**config.mk**
```make
export PLATFORM = sky130hd
export DESIGN_NAME = dcache_array
export DESIGN_NICKNAME = d
export VERILOG_FILES = /design/src/dcache_pkg.sv /design/src/mem_op_pkg.sv /design/src/dcache_array.sv
export SDC_FILE = /design/constraint.sdc
export NUM_CORES = 2
export LEC_CHECK = 0
export ABC_AREA = 1
export BUFFER_PORTS_ARGS = -buffer_cell sky130_fd_sc_hd__buf_2
export CAP_MARGIN = 20
export CORE_ASPECT_RATIO = 1.4
export CORE_UTILIZATION = 55
export CTS_BUF_LIST = sky130_fd_sc_hd__clkbuf_8
export CTS_CLUSTER_SIZE = 24
export DETAILED_ROUTE_END_ITERATION = 6
export PLACE_DENSITY = 0.82
export SYNTH_ARGS = -nofsm -noshare
export SYNTH_HDL_FRONTEND = slang
export SYNTH_SLANG_ARGS = --single-unit
```
**constraint.sdc**
```tcl
create_clock -name clk_i -period 15.9 [get_ports clk_i]
set_clock_uncertainty 0.1 [all_clocks]
set_input_delay 2.385 -clock clk_i [delete_from_list [all_inputs] [get_ports clk_i]]
set_output_delay 2.385 -clock clk_i [all_outputs]
set_load 0.05 [all_outputs]
```
**src/dcache_pkg.sv**
```systemverilog
`default_nettype none

package dcache_pkg;

    // line geometry
    localparam int LINE_BYTES  = 16;
    localparam int LINE_W      = 128;
    localparam int INDEX_W     = 4;
    localparam int OFFSET_W    = 4;
    localparam int TAG_W       = 24;
    localparam int CACHE_LINES = 1 << INDEX_W;

    // backing store, line addresses wrap modulo MEM_LINES
    localparam int MEM_LINES   = 256;
    localparam int MEM_IDX_W   = 8;
    localparam int MEM_LATENCY = 4;
    localparam int MEM_CNT_W   = 2;

    typedef struct packed {
        logic [TAG_W-1:0]    tag;
        logic [INDEX_W-1:0]  index;
        logic [OFFSET_W-1:0] offset;
    } dcache_addr_fields_t;

    // one address word, seen either raw or split into fields
    typedef union packed {
        logic [31:0]         raw;
        dcache_addr_fields_t f;
    } dcache_addr_u;

    typedef enum logic [1:0] {
        LOOKUP    = 2'b00,
        WRITEBACK = 2'b01,
        FETCH     = 2'b10,
        REFILL    = 2'b11
    } dcache_state_e;

endpackage

`default_nettype wire

```
**src/mem_op_pkg.sv**
```systemverilog
`default_nettype none

// load/store kind codes carried alongside mem_read_i / mem_write_i
// loads and stores share one field, told apart by the read/write strobes
package mem_op_pkg;

    localparam int MEM_OP_W = 3;

    // load kinds, funct3 style
    localparam logic [MEM_OP_W-1:0] MEM_LB  = 3'b000;
    localparam logic [MEM_OP_W-1:0] MEM_LH  = 3'b001;
    localparam logic [MEM_OP_W-1:0] MEM_LW  = 3'b010;
    localparam logic [MEM_OP_W-1:0] MEM_LBU = 3'b100;
    localparam logic [MEM_OP_W-1:0] MEM_LHU = 3'b101;

    // store kinds
    localparam logic [MEM_OP_W-1:0] MEM_SB  = 3'b000;
    localparam logic [MEM_OP_W-1:0] MEM_SH  = 3'b001;
    localparam logic [MEM_OP_W-1:0] MEM_SW  = 3'b010;

endpackage

`default_nettype wire

```
**src/dcache_array.sv**
```systemverilog
`timescale 1ns/1ps
`default_nettype none

module dcache_array
    import mem_op_pkg::*;
    import dcache_pkg::*;
(
    input  wire logic                clk_i,
    input  wire logic                rst_i,
    input  wire logic [31:0]         lookup_addr_i,
    input  wire logic                store_en_i,
    input  wire logic [MEM_OP_W-1:0] store_kind_i,
    input  wire logic [31:0]         store_data_i,
    input  wire logic                refill_en_i,
    input  wire logic [LINE_W-1:0]   refill_line_i,
    output logic                     hit_o,
    output logic      [LINE_W-1:0]   hit_line_o,
    output logic                     victim_dirty_o,
    output logic      [LINE_W-1:0]   victim_line_o,
    output logic      [31:0]         victim_addr_o
);

    logic [LINE_W-1:0]      data_q [CACHE_LINES];
    logic [TAG_W-1:0]       tag_q  [CACHE_LINES];
    logic [CACHE_LINES-1:0] valid_q;
    logic [CACHE_LINES-1:0] dirty_q;

    dcache_addr_u        req;
    dcache_addr_u        victim;
    logic [INDEX_W-1:0]  idx;
    logic [3:0]          wmask;
    logic [31:0]         wdata_sh;
    logic [LINE_W-1:0]   merged;

    // field view decodes the lookup address
    always_comb begin
        req.raw = lookup_addr_i;
        idx     = req.f.index;
    end

    assign hit_o      = valid_q[idx] && (tag_q[idx] == req.f.tag);
    assign hit_line_o = data_q[idx];

    // victim address rebuilt from the stored tag
    always_comb begin
        victim.f.tag    = tag_q[idx];
        victim.f.index  = idx;
        victim.f.offset = '0;
    end

    assign victim_addr_o  = victim.raw;
    assign victim_dirty_o = valid_q[idx] && dirty_q[idx];
    assign victim_line_o  = data_q[idx];

    // byte lanes within the addressed word
    always_comb begin
        case (store_kind_i)
            MEM_SB: begin
                wmask    = 4'b0001 << req.f.offset[1:0];
                wdata_sh = {4{store_data_i[7:0]}};
            end
            MEM_SH: begin
                wmask    = 4'b0011 << req.f.offset[1:0];
                wdata_sh = {2{store_data_i[15:0]}};
            end
            default: begin
                wmask    = 4'b1111;
                wdata_sh = store_data_i;
            end
        endcase
    end

    // merge store bytes into the current line
    always_comb begin
        logic [OFFSET_W-1:0] bpos;
        merged = data_q[idx];
        for (int b = 0; b < LINE_BYTES; b++) begin
            bpos = OFFSET_W'(b);
            if (bpos[3:2] == req.f.offset[3:2] && wmask[bpos[1:0]]) begin
                merged[b*8 +: 8] = wdata_sh[bpos[1:0]*8 +: 8];
            end
        end
    end

    always_ff @(posedge clk_i) begin
        if (refill_en_i) begin
            data_q[idx] <= refill_line_i;
            tag_q[idx]  <= req.f.tag;
        end else if (store_en_i) begin
            data_q[idx] <= merged;
        end
    end

    always_ff @(posedge clk_i) begin
        if (rst_i) begin
            valid_q <= '0;
            dirty_q <= '0;
        end else if (refill_en_i) begin
            valid_q[idx] <= 1'b1;
            dirty_q[idx] <= 1'b0;
        end else if (store_en_i) begin
            dirty_q[idx] <= 1'b1;
        end
    end

    a_one_write: assert property (@(posedge clk_i) disable iff (rst_i)
        !(store_en_i && refill_en_i))
        else $error("store and refill in the same cycle");

endmodule

`default_nettype wire

```
* Word-level counts from Yosys, hierarchy flattened
Memory sizes are Yosys's and may differ from the RTL's. Cells that the tools add are included. Widths: inputs -> output; s select.
Storage, ports and cells: memories kept 2, input bits 199, register bits after elaboration 32, RAM bits 2432, word-level logic and storage cells 72
Cells by class: multiplexer cells 32, bitwise logic cells 5, eq/ne operators 5, shifts and indexed selects 2, order comparisons 2, reductions and logical operators 22
Memory list:
- data_q | depth 16, width 128, rd ports 1, clocked after memory_dff 0, write ports 1, line dcache_array.sv:23 | logic [LINE_W-1:0] data_q [CACHE_LINES];
- tag_q | depth 16, width 24, rd ports 1, clocked after memory_dff 0, write ports 1, line dcache_array.sv:24 | logic [TAG_W-1:0] tag_q [CACHE_LINES];
Operators by type and width (number):
- $mux 128 | 1
- $mux 8 | 16
- $pmux 32 s2 | 1
- $mux 16 | 2
- $or 16x16->16 | 2
- $eq 24x24->1 | 1
- $logic_and 1x1->1 | 19
- $and 16x16->16 | 1
- $not 16->16 | 1
- $bmux 1 s4 | 2
- $mux 1 | 8
- $pmux 4 s2 | 1
- $lt 4x5->1 const B | 1
- $demux 1 s4 | 1
- $eq 2x2->1 const A | 2
- $ge 4x1->1 const B | 1
- $shl 1x2->4 const A | 1
- $shl 2x2->4 const A | 1
- $eq 3x1->1 const B | 1
- $logic_not 3->1 | 1
- $eq 1x2->1 const A | 1
- $logic_not 2->1 | 1
- $reduce_bool 2->1 | 1
- $or 1x1->1 | 1

* Depth between registers and ports, before layout
depth in word-level cells 7, mapped depth 18, depth with buffers taken out 15

* Worst setup path before layout
OpenSTA, ideal clock, no wires.
kind input-to-reg, from input port lookup_addr_i[4], to memory data_q[4][0] (enable), slack 6409 ps, required time 15182 ps, cell stages on the path 8, arrival 8773 ps, library setup time 618 ps, cell sequence buf_4 -> nor2_2 -> buf_2 -> buf_2 -> inv_1 -> nor2_1 -> inv_1 -> nor2_1
RTL lines:
- start, declared | line dcache_array.sv:10 | input wire logic [31:0] lookup_addr_i,
- end, declared | line dcache_array.sv:23
Straight into the memory's write port.

* Worst setup path in the final report
from input port lookup_addr_i[5], to output port victim_line_o[107]
On the way: cells in the longest elaborated chain, start to end 1
RTL lines:
- $mem_v2 16x128
- end, declared | line dcache_array.sv:19 | output logic [LINE_W-1:0] victim_line_o,
Every way passes these cells.

==> impl_metrics.toml <==
[worst_setup_path]
path_cells = "buf_2, inv_2, buf_4, nand2_1, inv_8, buf_12, a22oi_1, a21oi_1, or2_2, nor2_1, inv_1, buf_2"
critPathMaxStageDelay_ns = 0.83
crit_arrival_ns = 7.49
r2r_slack_ns = 13.51
crit_top_cell = "buf_2"
r2r_cells = 8
critPathCaptureType = "primary output"
crit_path_start_kind = "input pin"
crit_cells = 12
crit_fanout = 176
crit_buf_inv = 7
r2r-end = "data_q[5][57]"
cpMaxStageDelayCell = "inv_8"
required_ns = 13.41
r2r_start = "data_q[3][57]"
crit_family = "buffers and inverters"
critPathKind = "in -> out"

[die]
die_w_um = 357
die_h_um = 499
core_region_area_sq_um = 176000
io-pin-count = 489
die_area_sq_um = 178000
start_util_pct = 55.3
num_rows = 182

[grt]
grt_overflow = 0
antenna_found_initial = 38
grt_pass1_wl_um = 398000
grt_pass1_vias = 62800
grt.total_usage_pct = 30.6
grt_max_degree = 204

[power_and_ir_drop]
p_int_mw = 9.89
ir_worst_vdd_v = 0.0000981
clock_power_share_pct = 34.3
comb_power_share_pct = 10.5
power_density_nw_per_um2 = 123
p_switching_mw = 3.45
p_leak_nw = 39.8
pwr-share-seq_pct = 55.3
totalPowerFinal_mw = 13.3
swShare_pct = 25.9

[logic_synthesis]
ys_seq_area_share_pct = 75.8
synth_cells = 7171
syn_avg_cell_area_sq_um = 13.6
yosysWarningCount = 0
ys.flop_type = "edfxtp_1"
synth_top_area_share_pct = 75.2
yosysTopAreaCell = "edfxtp_1"
synth_area_leaders = "edfxtp_1 (75%), a22oi_1 (7.9%), nand2_1 (6.8%), nor2_1 (1.4%), a21oi_1 (1.4%)"
async_reset_ff_share_pct = 0
syn-cell-area_sq_um = 97200
synth-seq-cells = 2464
synth-edff-count = 2432
ys_types = 31

[sta]
timing.fmax_mhz = 100
hold_ws_ns = 0.362
setup_viol = 0
slew_headroom_pct = 17.6
tightest_slew_ns = 1.24
min_period_ns = 9.98
worst_slack_ns = 5.92
drv_slew = 0
setup_tns_ns = 0
finalHoldViolCount = 0
rsz0062_at_grt = "no"
period_share_pct = 62.7

[layout]
drive_gt1_share_pct = 15.7
nNetsFinal = 7909
seqCellArea_sq_um = 73700
area_growth_pct = 11.5
fill_cells = 12300
finalNonFillerCells = 10300
final_area_sq_um = 108000
post-route-util_pct = 61.7
multi_input_area_sq_um = 20200

[outcome]
outcome = "complete, no violations"

[clock_tree]
path_clk_slew_ns = 0.06
clkSinkCount = 2464
cts_buffers = 365
postCtsHoldBufs = 0
cts_resized = 0
post_cts.repair.setup_buffers = 0
htreeDepth = 5
cts.path.max_buffers = 4
root_buffer = "clkbuf_8"
tritoncts = "yes"
clkLatencyLatePin_ns = 1.08

[placed_design]
io_buffers = 484
dpl_cell_area_sq_um = 102000
place_inst = 9640
dp_slack_ns = 6.15
dp_hpwl_um = 144000
gp_congestion = 0.848

[routing]
vias = 64900
drt_pass1_iterations = 7
vias_per_cell = 6.30
avgRoutedWirePerCell_um = 26.9
drtIter0Drc = 9069
antenna_left = 0
routed_wl_um = 277000
drc = 0

[run]
cap_violations = 0

[worst_hold_path]
hold_class = "reg -> reg"
worstHoldStart = "valid_q[1]"
min_path_cells = 2
whs_endpoint = "valid_q[1]"
## routing by layer
layer	track usage, %	share of wire [%]
met5	0	0.083
met4	16.2	5.6
met3	8.14	14
met2	47.6	46
met1	39.3	34
## power by group through the flow
stage               Clock, mW  Combinational (mW)  Sequential, mW
detailed placement          0                1.36            7.51
global route             4.86                1.46            7.38
floorplan                   0               0.914            7.52
global placement            0                1.32            7.50
finish                   4.57                1.39            7.37
CTS                      4.59                1.37            7.37
## how the worst max path moves through the flow
| stage | endpoint | start |
|---|---|---|
| after floorplan | data_q[4][0] | lookup_addr_i[4] |
| after global placement | hit_line_o[106] | lookup_addr_i[5] |
| after detailed placement | victim_line_o[18] | lookup_addr_i[5] |
| after CTS | victim_line_o[18] | lookup_addr_i[5] |
| after global routing | hit_line_o[107] | lookup_addr_i[5] |
| final | victim_line_o[107] | lookup_addr_i[5] |
## cell usage in the layout, fill, tap and decap left out, types with 15 or more instances in the layout
cell type,n
a21oi_1,274
clkinv_2,34
diode_2,36
o22a_1,32
o21ai_0,219
nor2_1,334
buf_4,189
nand3_1,63
or2_2,71
nor2_4,21
a22oi_1,1024
dfxtp_1,32
edfxtp_1,2432
clkbuf_8,369
clkinv_1,77
a211oi_1,15
buf_2,493
nand2_1,1767
buf_12,15
nor2_2,17
inv_1,364
or2_1,27
## final cells by class
type,count,share of cell area (%)
well taps,2300,2.66
flip-flops and latches,2464,68.0
repair buffers,700,3.93
clock buffers,369,4.69
diodes,36,0.0832
clock inverters,249,1.09
inverters,252,0.903
multi-input cells,3927,18.6
## Yosys cell counts, drive strengths merged (7+ instances only)
cell / number
nand3: 63
dfxtp: 32
a22oi: 1024
or2: 98
nor2: 372
inv: 249
o21ba: 9
o21ai: 228
nand4: 8
nand2: 1770
o21bai: 9
o22ai: 7
edfxtp: 2432
a211oi: 15
o22a: 32
a21oi: 274
clkbuf: 268
buf: 263
mux2i: 8
## logic make-up after synthesis
logic type             count (synthesis)  share of synthesized area, %
AOI/OAI and AO/OA                   1600                          11.1
buffers and inverters                783                          3.66
DFF                                 2464                          75.8
muxes                                  8                        0.0824
other                                  1                       0.00386
and+or+nand+nor                     2315                          9.32
## flip-flops by register name, indices dropped and copies added (netlist names), named ones only
name and count:
valid_q 16, tag_q 384, data_q 2048
## worst reg2reg max path: stages (launching register included)
cell	delay [ns]
edfxtp_1	0.35
a22oi_1	0.09
nand2_1	0.11
nand2_1	0.06
nand3_1	0.12
nor2_1	0.05
inv_1	0.20
a21oi_1	0.10
o21ai_1	0.85
No activity file was read; power rests on OpenSTA's default activity.
