==> config.mk <==
export PLATFORM = sky130hd
export DESIGN_NAME = dcache_ctrl
export DESIGN_NICKNAME = d
export VERILOG_FILES = /design/src/dcache_pkg.sv /design/src/mem_op_pkg.sv /design/src/dcache_ctrl.sv
export SDC_FILE = /design/constraint.sdc
export NUM_CORES = 1
export LEC_CHECK = 0
export BUFFER_PORTS_ARGS = -buffer_cell sky130_fd_sc_hd__buf_4
export CORE_AREA = 10 10 321 323
export DETAILED_ROUTE_END_ITERATION = 10
export DIE_AREA = 0 0 331 333
export PLACE_DENSITY_LB_ADDON = 0.08
export SYNTH_ARGS = -nofsm -noshare
export SYNTH_HDL_FRONTEND = slang
export SYNTH_SLANG_ARGS = --single-unit
==> constraint.sdc <==
create_clock -name clk_i -period 5 [get_ports clk_i]
set_clock_uncertainty 0.1 [all_clocks]
set_input_delay 1 -clock clk_i [delete_from_list [all_inputs] [get_ports clk_i]]
set_output_delay 1 -clock clk_i [all_outputs]
set_load 0.1 [all_outputs]
==> src/dcache_pkg.sv <==
`default_nettype none

package dcache_pkg;

    // line geometry
    localparam int LINE_BYTES  = 16;
    localparam int LINE_W      = 128;
    localparam int INDEX_W     = 4;
    localparam int OFFSET_W    = 4;
    localparam int TAG_W       = 24;
    localparam int CACHE_LINES = 1 << INDEX_W;

    // backing store, line addresses wrap modulo MEM_LINES
    localparam int MEM_LINES   = 256;
    localparam int MEM_IDX_W   = 8;
    localparam int MEM_LATENCY = 4;
    localparam int MEM_CNT_W   = 2;

    typedef struct packed {
        logic [TAG_W-1:0]    tag;
        logic [INDEX_W-1:0]  index;
        logic [OFFSET_W-1:0] offset;
    } dcache_addr_fields_t;

    // one address word, seen either raw or split into fields
    typedef union packed {
        logic [31:0]         raw;
        dcache_addr_fields_t f;
    } dcache_addr_u;

    typedef enum logic [1:0] {
        LOOKUP    = 2'b00,
        WRITEBACK = 2'b01,
        FETCH     = 2'b10,
        REFILL    = 2'b11
    } dcache_state_e;

endpackage

`default_nettype wire

==> src/mem_op_pkg.sv <==
`default_nettype none

// load/store kind codes carried alongside mem_read_i / mem_write_i
// loads and stores share one field, told apart by the read/write strobes
package mem_op_pkg;

    localparam int MEM_OP_W = 3;

    // load kinds, funct3 style
    localparam logic [MEM_OP_W-1:0] MEM_LB  = 3'b000;
    localparam logic [MEM_OP_W-1:0] MEM_LH  = 3'b001;
    localparam logic [MEM_OP_W-1:0] MEM_LW  = 3'b010;
    localparam logic [MEM_OP_W-1:0] MEM_LBU = 3'b100;
    localparam logic [MEM_OP_W-1:0] MEM_LHU = 3'b101;

    // store kinds
    localparam logic [MEM_OP_W-1:0] MEM_SB  = 3'b000;
    localparam logic [MEM_OP_W-1:0] MEM_SH  = 3'b001;
    localparam logic [MEM_OP_W-1:0] MEM_SW  = 3'b010;

endpackage

`default_nettype wire

==> src/dcache_ctrl.sv <==
`timescale 1ns/1ps
`default_nettype none

module dcache_ctrl
    import mem_op_pkg::*;
    import dcache_pkg::*;
(
    input  wire logic                clk_i,
    input  wire logic                rst_i,

    // pipeline side
    input  wire logic                mem_read_i,
    input  wire logic                mem_write_i,
    input  wire logic [MEM_OP_W-1:0] op_kind_i,
    input  wire logic [31:0]         addr_i,
    input  wire logic [31:0]         wdata_i,
    input  wire logic                hold_i,
    output logic      [31:0]         result_o,
    output logic                     result_valid_o,
    output logic                     ready_o,

    // cache array
    input  wire logic                hit_i,
    input  wire logic [LINE_W-1:0]   hit_line_i,
    input  wire logic                victim_dirty_i,
    input  wire logic [LINE_W-1:0]   victim_line_i,
    input  wire logic [31:0]         victim_addr_i,
    output logic                     store_en_o,
    output logic      [MEM_OP_W-1:0] store_kind_o,
    output logic      [31:0]         store_data_o,
    output logic                     refill_en_o,
    output logic      [LINE_W-1:0]   refill_line_o,

    // main memory
    input  wire logic                mem_idle_i,
    input  wire logic                mem_ready_i,
    input  wire logic [LINE_W-1:0]   mem_rline_i,
    output logic                     mem_req_o,
    output logic                     mem_we_o,
    output logic      [31:0]         mem_addr_o,
    output logic      [LINE_W-1:0]   mem_wline_o
);

    dcache_state_e       state_q;
    dcache_state_e       state_d;
    dcache_addr_u        req_addr;
    logic                access;
    logic                miss_start;
    logic                fetch_start;
    logic [31:0]         fetch_addr;
    logic [OFFSET_W-1:0] off;
    logic [31:0]         lword;
    logic [31:0]         lshift;
    logic [31:0]         load_data;
    logic                load_misaligned;
    logic [LINE_W-1:0]   line_q;
    logic                got_line_q;

    assign access = mem_read_i | mem_write_i;

    // raw view gives the line-aligned fetch address and the byte offset
    always_comb begin
        req_addr.raw = addr_i;
        fetch_addr   = {req_addr.raw[31:OFFSET_W], {OFFSET_W{1'b0}}};
        off          = req_addr.raw[OFFSET_W-1:0];
    end

    // load extraction from the hit line
    always_comb begin
        lword  = hit_line_i[{off[3:2], 5'b00000} +: 32];
        lshift = lword >> {off[1:0], 3'b000};
        case (op_kind_i)
            MEM_LB:  load_data = {{24{lshift[7]}}, lshift[7:0]};
            MEM_LH:  load_data = {{16{lshift[15]}}, lshift[15:0]};
            MEM_LBU: load_data = {24'd0, lshift[7:0]};
            MEM_LHU: load_data = {16'd0, lshift[15:0]};
            default: load_data = lword;
        endcase
    end

    always_comb begin
        case (op_kind_i)
            MEM_LH, MEM_LHU: load_misaligned = off[0];
            MEM_LW:          load_misaligned = |off[1:0];
            default:         load_misaligned = 1'b0;
        endcase
    end

    // miss in LOOKUP starts a writeback or a fetch
    assign miss_start  = (state_q == LOOKUP) && !hold_i && access && !hit_i;
    // read follows the cycle after the writeback's ready pulse
    assign fetch_start = (state_q == WRITEBACK) && !hold_i && mem_idle_i && !mem_ready_i;

    always_comb begin
        state_d = state_q;
        case (state_q)
            LOOKUP: begin
                if (miss_start) begin
                    state_d = victim_dirty_i ? WRITEBACK : FETCH;
                end
            end
            WRITEBACK: begin
                if (fetch_start) begin
                    state_d = FETCH;
                end
            end
            FETCH: begin
                if (!hold_i && (mem_ready_i || got_line_q)) begin
                    state_d = REFILL;
                end
            end
            REFILL: begin
                if (!hold_i) begin
                    state_d = LOOKUP;
                end
            end
            default: state_d = LOOKUP;
        endcase
    end

    always_ff @(posedge clk_i) begin
        if (rst_i) begin
            state_q    <= LOOKUP;
            got_line_q <= 1'b0;
        end else begin
            state_q <= state_d;
            // keep the fetched line pending while hold is up
            if (state_q == FETCH && mem_ready_i && hold_i) begin
                got_line_q <= 1'b1;
            end else if (state_q != FETCH) begin
                got_line_q <= 1'b0;
            end
        end
    end

    always_ff @(posedge clk_i) begin
        if (state_q == FETCH && mem_ready_i) begin
            line_q <= mem_rline_i;
        end
    end

    // memory requests
    assign mem_req_o   = miss_start | fetch_start;
    assign mem_we_o    = (state_q == LOOKUP) && victim_dirty_i;
    assign mem_addr_o  = mem_we_o ? victim_addr_i : fetch_addr;
    assign mem_wline_o = victim_line_i;

    // array writes
    assign store_en_o    = (state_q == LOOKUP) && !hold_i && mem_write_i && hit_i;
    assign store_kind_o  = op_kind_i;
    assign store_data_o  = wdata_i;
    assign refill_en_o   = (state_q == REFILL) && !hold_i;
    assign refill_line_o = line_q;

    // pipeline results
    assign result_o       = access ? load_data : addr_i;
    assign result_valid_o = !hold_i && (!access || (state_q == LOOKUP && hit_i));
    assign ready_o        = (state_q == LOOKUP) && !(access && !hit_i);

    a_rw_exclusive: assert property (@(posedge clk_i) disable iff (rst_i)
        !(mem_read_i && mem_write_i))
        else $error("read and write requested together");

    a_req_when_idle: assert property (@(posedge clk_i) disable iff (rst_i)
        mem_req_o |-> mem_idle_i)
        else $error("memory request while main memory busy");

    a_load_aligned: assert property (@(posedge clk_i) disable iff (rst_i)
        mem_read_i |-> !load_misaligned)
        else $error("misaligned load address");

endmodule

`default_nettype wire

# ---- Yosys cells after proc, flatten, opt, wreduce, memory -nomap -nowiden
# Index checks and enable logic that the tools add are counted.
dict set report totals {
  regBits 131
  latchBits 0
  mem_bits_rw 0
  mem_bits_ro 0
  inputBits 492
  output_inout_bits 361
  wordCells 57
  memories 0
}
dict set report op_classes {
  n_addsub 0
  mul 0
  n_div 0
  n_lt_le_gt_ge 0
  n_eq_ne 11
  shifts 2
  n_mux 11
  bitwise_logic 2
  n_reduce_logical 28
}
# operator count
set ops {}
lappend ops {{32-bit one-hot mux with 4 select lines} 1}
lappend ops {{128-bit by 8-bit variable part select with 32-bit output} 1}
lappend ops {{32-bit two-way mux} 2}
lappend ops {{32-bit by 5-bit >> shifter with 16-bit output} 1}
lappend ops {{1-bit logical AND} 17}
lappend ops {{2-bit two-way mux} 5}
lappend ops {{2-bit inequality test, second input constant} 5}
lappend ops {{2-bit one-hot mux with 4 select lines} 1}
lappend ops {{3-bit == test, second input constant} 2}
lappend ops {{1-bit zero test} 5}
lappend ops {{2-bit == test, second input constant} 2}
lappend ops {{4-bit AND reduction} 1}
lappend ops {{3-bit by 1-bit == test with 1-bit output, second input constant} 1}
lappend ops {{3-bit zero test} 1}
lappend ops {{2-bit by 1-bit == test with 1-bit output, second input constant} 1}
lappend ops {{2-bit zero test} 1}
lappend ops {{1-bit logical OR} 2}
lappend ops {{1-bit two-way mux} 2}
lappend ops {{1-bit bitwise OR} 2}
lappend ops {{2-bit nonzero test} 1}

# ---- Longest topological paths before layout
# Gate-level depths: netlist of the first run.
dict set report depth {
  ltp_word 6
  mapped_depth 9
  mapped_depth_nobuf 6
}

# ---- Worst setup path before layout of the first run
# OpenSTA, ideal clock, no wires.
dict set report synth_timing {
  path_kind {input-to-output}
  start {in addr_i[3]}
  end {out result_o[0]}
  t_arrival_ps 5044
  t_required_ps 3900
  slack_ps -1144
  path_stages 7
  path_buffers 4
  path_cell_list {buf_4 buf_12 buf_2 buf_2 mux4_2 nor2_1 o41ai_1}
}
dict set report synth_via {
  elab_chain_len 4
}
# item line_no
set synth_rtl {}
lappend synth_rtl {{start, declared} dcache_ctrl.sv:15} ;# input wire logic [31:0] addr_i,
lappend synth_rtl {{128-bit by 8-bit variable part select with 32-bit output *} dcache_ctrl.sv:70} ;# lword = hit_line_i[{off[3:2], 5'b00000} +: 32];
lappend synth_rtl {{32-bit by 5-bit >> shifter with 16-bit output} dcache_ctrl.sv:71} ;# lshift = lword >> {off[1:0], 3'b000};
lappend synth_rtl {{32-bit one-hot mux with 4 select lines *} dcache_ctrl.sv:72} ;# case (op_kind_i)
lappend synth_rtl {{32-bit two-way mux *} dcache_ctrl.sv:156} ;# assign result_o = access ? load_data : addr_i;
lappend synth_rtl {{end, declared} dcache_ctrl.sv:18} ;# output logic [31:0] result_o,
# Mark *: on every way between the ends. The rest lies on a longest branch, timed or not.

# ---- Final worst setup path of the first run
dict set report layout_timing {
  start {in addr_i[3]}
  end {out result_o[22]}
}
# Same word-level chain as after synthesis.

==> impl_metrics.tcl, run 1 <==
set metrics [dict create \
    wirelength_um 50200 \
    die-area_um2 110000 \
    antenna_found_initial 9 \
    die_h_um 333 \
    cp_slowest_cell "a222oi_1" \
    vias 6419 \
    critPathMaxFanout 16 \
    hp-start "got_line_q" \
    yosys_warnings 0 \
    ys_async_sr_fraction_pct 0 \
    report.final.slew_viol_count 0 \
    fin_crit_ns 4.32 \
    synth-edff-count 128 \
    crit_start "addr_i[3]" \
    root_buffer "clkbuf_16" \
    grt_start_max_net_pins 44 \
    io_buffers 532 \
    setup_viol 0 \
    hp-class "flop to flop" \
    synth_cell_types 45 \
    drt_iter0_markers 219 \
    wl_per_cell_um 22.2 \
    syn-cell-area_um2 7660 \
    synth-seq-area-share_pct 51.0 \
    grt_pass1_vias 7097 \
    hold_viol_final 0 \
    worst_pin_slew_ns 0.763 \
    rsz0062_at_grt "no" \
    p_per_area_nw_per_um2 463 \
    worstReg2RegStart "state_q[0]" \
    area_growth_pct 65.5 \
    dpl.hpwl_um 43500 \
    fmax_mhz 231 \
    clockBufferDepth 2 \
    cp_common_cell "buf_4" \
    critical_path_buf_inv_count 3 \
    setup_slack_ns 0.676 \
    num-nets-final 1470 \
    cp.arrival_ns 3.22 \
    gp_congestion 0.710 \
    cts_tree "done" \
    ys_ff_latch 131 \
    overflow 0 \
    dp_slack_ns 0.583 \
    via_per_inst 2.84 \
    htreeDepth 4 \
    ys.flop_type "edfxtp_1" \
    core_area_um2 96300 \
    initial_core_util_pct 7.95 \
    ant_nets 0 \
    ios 853 \
    finalCritPeriodShare_pct 86.5 \
    dieWidth_um 331 \
    cts_buffers 17 \
    cts.repair.resized 0 \
    grt_pass1_wl_um 64500 \
    critical_path_class "primary input to primary output" \
    num_rows 114 \
    final_layout_size_suffix_gt1_share_pct 65.8 \
    maxCapViolations 0 \
    tns_ns 0 \
    critPathRequiredTime_ns 3.90 \
    avgSynthCellArea_um2 12.8 \
    cpLargestDelayFamily "compound AO/OA/AOI/OAI gates" \
    worstSetupStartpointType "primary input" \
    endpoint_kind "primary output" \
    peakVddDrop_uv 201 \
    critPathMaxStageDelay_ns 0.59 \
    clock-sinks 131 \
    netlist_instances 596 \
    synth_nets 1093 \
    status "complete, no violations" \
    crit_chain "buf_4 -> mux2i_1 -> a222oi_1 -> nand4_1 -> a311oi_4 -> buf_4 -> a221o_2 -> buf_4" \
    grt_usage_pct 8.58 \
    p_leak_uw 0.00508 \
    route.detailed.drc 0 \
    cts_hold_buf 0 \
    slew_headroom_pct 49.1 \
    clkTransAtPathRegs_ns 0.08 \
    dr.pass1.iters 4 \
    clk-insertion-delay-late_ns 0.48 \
    post_cts_buffers 0 \
]
[flip-flops by register name, summed over array words and instances, names as in the netlist]
name	cells
got_line_q	1
state_q	2
refill_line_o	128
[worst reg2reg max path: cells and delay by family (launching register included)]
| family | cells | cell delay, ns |
|---|---|---|
| adders and majority gates | 1 | 0.22 |
| DFF | 1 | 0.33 |
| and+or+nand+nor | 1 | 0.60 |
| buffers and inverters | 2 | 0.66 |
[per-layer routing]
metal,track usage (%),up-vias,wire length (µm)
met5,0.355,-,103
met4,2.52,14,1120
met3,6.65,53,8540
met2,14.4,523,23600
met1,7.99,3020,16800
li1,-,2809,-
[Yosys cell counts, drive strengths merged (2+ instances only)]
cell type  count  share of area [%]
o21ai         12               0.78
a21oi         17                1.1
a311oi         2               0.46
nor3b          3               0.29
inv            6               0.29
a221o          9                1.3
nand4          3               0.25
and3           4               0.33
nand2         38                1.9
clkbuf        15               0.74
ha             5               0.82
nand3          2               0.13
a211oi         3               0.29
o221ai         5               0.57
o22ai          9               0.74
and2           9               0.74
buf          177                 17
mux2          29                4.3
nand2b         9               0.74
dfxtp          3               0.78
edfxtp       128                 50
mux2i         44                5.8
nor2b          6               0.49
o21a           2               0.20
nor2          15               0.74
mux4          22                6.5
a311o          7               0.93
[report_power, final]
| part | switching [µW] | internal [µW] | total [µW] | leakage [µW] |
|---|---|---|---|---|
| clock network | 553 | 791 | 1340 | 0.000285 |
| registers | 43.7 | 1400 | 1440 | 0.00119 |
| logic | 2370 | 711 | 3080 | 0.00360 |
[cell type report]
class,instances,area (µm²)
Fill cell,10966,83600
Timing Repair Buffer,550,4180
Sequential cell,131,3900
Multi-Input combinational cell,267,2360
Tap cell,1276,1600
Clock buffer,19,433
Clock inverter,13,174
Inverter,6,22.5
Antenna cell,2,5.00
[cell usage in the layout, fill, tap and decap left out, types with 8 or more instances in the layout]
cell / n
mux4_2: 22
o21ai_0: 12
and2_1: 8
nor2_1: 13
a21oi_1: 17
a221o_2: 9
edfxtp_1: 128
clkbuf_16: 17
mux2i_1: 44
buf_4: 546
mux2_2: 29
o22ai_1: 9
nand2_1: 38
nand2b_1: 9
[path summary, 6_finish.rpt]
path,slack [ns],to,cells after the start
worst max-delay path,0.68,result_o[22],8
worst min-delay path,0.42,got_line_q,2
worst max register to register,2.73,refill_line_o[37],4
worst min register to register,0.42,got_line_q,2
[kinds of logic (layout without fill, tap and decap cells)]
kind of cell,after synthesis,after routing,synth area share [%]
flip-flops,131,131,51.0
other,0,2,0
multiplexers,95,95,16.5
buffers and inverters,198,588,18.4
AND/OR/NAND/NOR,91,91,5.77
AO/OA/AOI/OAI,75,75,7.48
adder cells (fa/ha/maj),5,5,0.817
XOR/XNOR,1,1,0.114
[metrics by stage]
| step | util, % | hold WS, ns | area, µm² | power (µW) | cells |
|---|---|---|---|---|---|
| after floorplan | - | 0.388 | 7670 | 4310 | 596 |
| after global placement | 12.5 | 0.410 | 12100 | 4630 | 2230 |
| after detailed placement | 12.5 | 0.411 | 12100 | 4610 | 2230 |
| after CTS | 13.2 | 0.425 | 12700 | 6020 | 2262 |
| after global routing | 13.2 | 0.434 | 12700 | 6130 | 2262 |
| final | 13.2 | 0.418 | 12700 | 5870 | 2264 |
(Power assumes the default switching activity.)
==> run 2: changes to the inputs <==
--- a/config.mk
+++ b/config.mk
@@ -6,9 +6,9 @@
 export NUM_CORES = 1
 export LEC_CHECK = 0
 export BUFFER_PORTS_ARGS = -buffer_cell sky130_fd_sc_hd__buf_4
-export CORE_AREA = 10 10 321 323
+export CORE_AREA = 10 10 326 328
 export DETAILED_ROUTE_END_ITERATION = 10
-export DIE_AREA = 0 0 331 333
+export DIE_AREA = 0 0 336 338
 export PLACE_DENSITY_LB_ADDON = 0.08
 export SYNTH_ARGS = -nofsm -noshare
 export SYNTH_HDL_FRONTEND = slang
==> run 2 against run 1 <==
Die area up 3.0%. Critical path depth down 1. Register-to-register slack better by 0.05 ns. Global-route usage up 0.18 points. Non-clock buffer count unchanged. Critical path type unchanged. Critical endpoint is now result_o[15]. Largest power group unchanged. Highest routed layer unchanged.
==> impl_metrics.tcl, run 2 (synthesis gave the netlist of run 1 again) <==
set metrics [dict create \
    gp_congestion 0.700 \
    worst_pin_slew_ns 0.595 \
    cts_buffers 17 \
    endpoint_kind "primary output" \
    fin_cells 2288 \
    route.detailed.drc 0 \
    slew_headroom_pct 60.3 \
    wirelength_um 52200 \
    drt_iter0_markers 280 \
    dr.pass1.iters 4 \
    num_rows 116 \
    p_per_area_nw_per_um2 462 \
    cts.repair.resized 0 \
    hold_viol_final 0 \
    fmax_mhz 227 \
    grt_pass1_wl_um 67500 \
    htreeDepth 4 \
    p_total_uw 5860 \
    report.final.slew_viol_count 0 \
    finalCritPeriodShare_pct 88.2 \
    critPathRequiredTime_ns 3.90 \
    cp_slowest_cell "a222oi_1" \
    core_area_um2 99600 \
    clk-insertion-delay-late_ns 0.47 \
    hp-start "got_line_q" \
    cp.arrival_ns 3.31 \
    reg2reg_depth 4 \
    holdPathStages 2 \
    dp_slack_ns 0.520 \
    ant_nets 0 \
    peakVddDrop_uv 241 \
    worstSetupStartpointType "primary input" \
    critPathMaxFanout 7 \
    fin_crit_ns 4.41 \
    initial_core_util_pct 7.69 \
    critPathMaxStageDelay_ns 0.61 \
    setup_slack_ns 0.588 \
    clock-sinks 131 \
    final_cell_mix "547 x buf_4, 128 x edfxtp_1, 44 x mux2i_1, 37 x nand2_1, 29 x mux2_2" \
    maxCapViolations 0 \
    clkTransAtPathRegs_ns 0.07 \
    die-area_um2 114000 \
    setup_viol 0 \
    overflow 0 \
    grt_start_max_net_pins 60 \
    r2r_setup_slack_ns 2.78 \
    area_growth_pct 65.7 \
    dieWidth_um 336 \
    grt_usage_pct 8.76 \
    antenna_found_initial 18 \
    largest_register_ffs 128 \
    final_common_cell "buf_4" \
    final_layout_size_suffix_gt1_share_pct 65.7 \
    p_leak_uw 0.00506 \
    dpl.hpwl_um 45000 \
    via_per_inst 2.85 \
    num-nets-final 1470 \
    cts_hold_buf 0 \
    rsz0062_at_grt "no" \
    grt_pass1_vias 7359 \
    die_h_um 338 \
    status "complete, no violations" \
    worstReg2RegStart "state_q[0]" \
    ios 853 \
    vias 6523 \
    wl_per_cell_um 22.8 \
    cts_tree "done" \
    clockBufferDepth 2 \
    cp_common_cell "buf_4" \
    tns_ns 0 \
    placed_cells 2252 \
    crit_chain "buf_4 -> mux2i_1 -> a222oi_1 -> nand2_1 -> or4b_1 -> a31oi_1 -> buf_4" \
    critical_path_class "primary input to primary output" \
    hold_path_end "got_line_q" \
    post_cts_buffers 0 \
    hp-class "flop to flop" \
    root_buffer "clkbuf_16" \
    io_buffers 532 \
    r2r_end "refill_line_o[84]" \
]
## run 2: through the flow
step	instance area, µm²	hold WS, ns	utilization (%)
2_1_floorplan	7670	0.388	-
3_3_place_gp	12100	0.400	12.1
3_5_place_dp	12100	0.421	12.1
4_1_cts	12700	0.432	12.7
5_1_grt	12700	0.466	12.7
6_report	12700	0.419	12.7
## run 2: critical path, delay by kind of cell
kind | cells | cell delay (ns)
compound gates | 2 | 0.91
buf+inv | 2 | 0.54
mux | 1 | 0.17
simple gates | 2 | 0.68
## run 2: layout make-up
type	count	area [µm²]
Fill cell	11387	86900
Timing Repair Buffer	550	4170
Sequential cell	131	3900
Multi-Input combinational cell	267	2370
Tap cell	1298	1620
Clock buffer	19	433
Clock inverter	13	159
Inverter	6	22.5
Antenna cell	4	10.0
## run 2: where the power goes
part           leakage [µW]  switching [µW]  internal (µW)
Clock              0.000275             549            782
Sequential          0.00119            43.2           1400
Combinational       0.00360            2390            700
Total               0.00506            2980           2880
## run 2: worst max-delay path by stage
stage | endpoint | startpoint | slack (ns)
after floorplan | result_o[15] | addr_i[3] | 0.02
after global placement | result_o[15] | addr_i[3] | 0.52
after detailed placement | result_o[15] | addr_i[3] | 0.52
after CTS | result_o[15] | addr_i[3] | 0.50
after global routing | result_o[28] | addr_i[3] | 0.39
final | result_o[15] | addr_i[3] | 0.59
## run 2: layer usage
metal  up-vias  share of wire (%)  global-route usage (%)
met5         -               0.30                       0
li1       2813                  -                       -
met3        79                 16                    6.64
met2       514                 46                    14.4
met1      3091                 36                    8.67
met4        26                1.8                    2.32
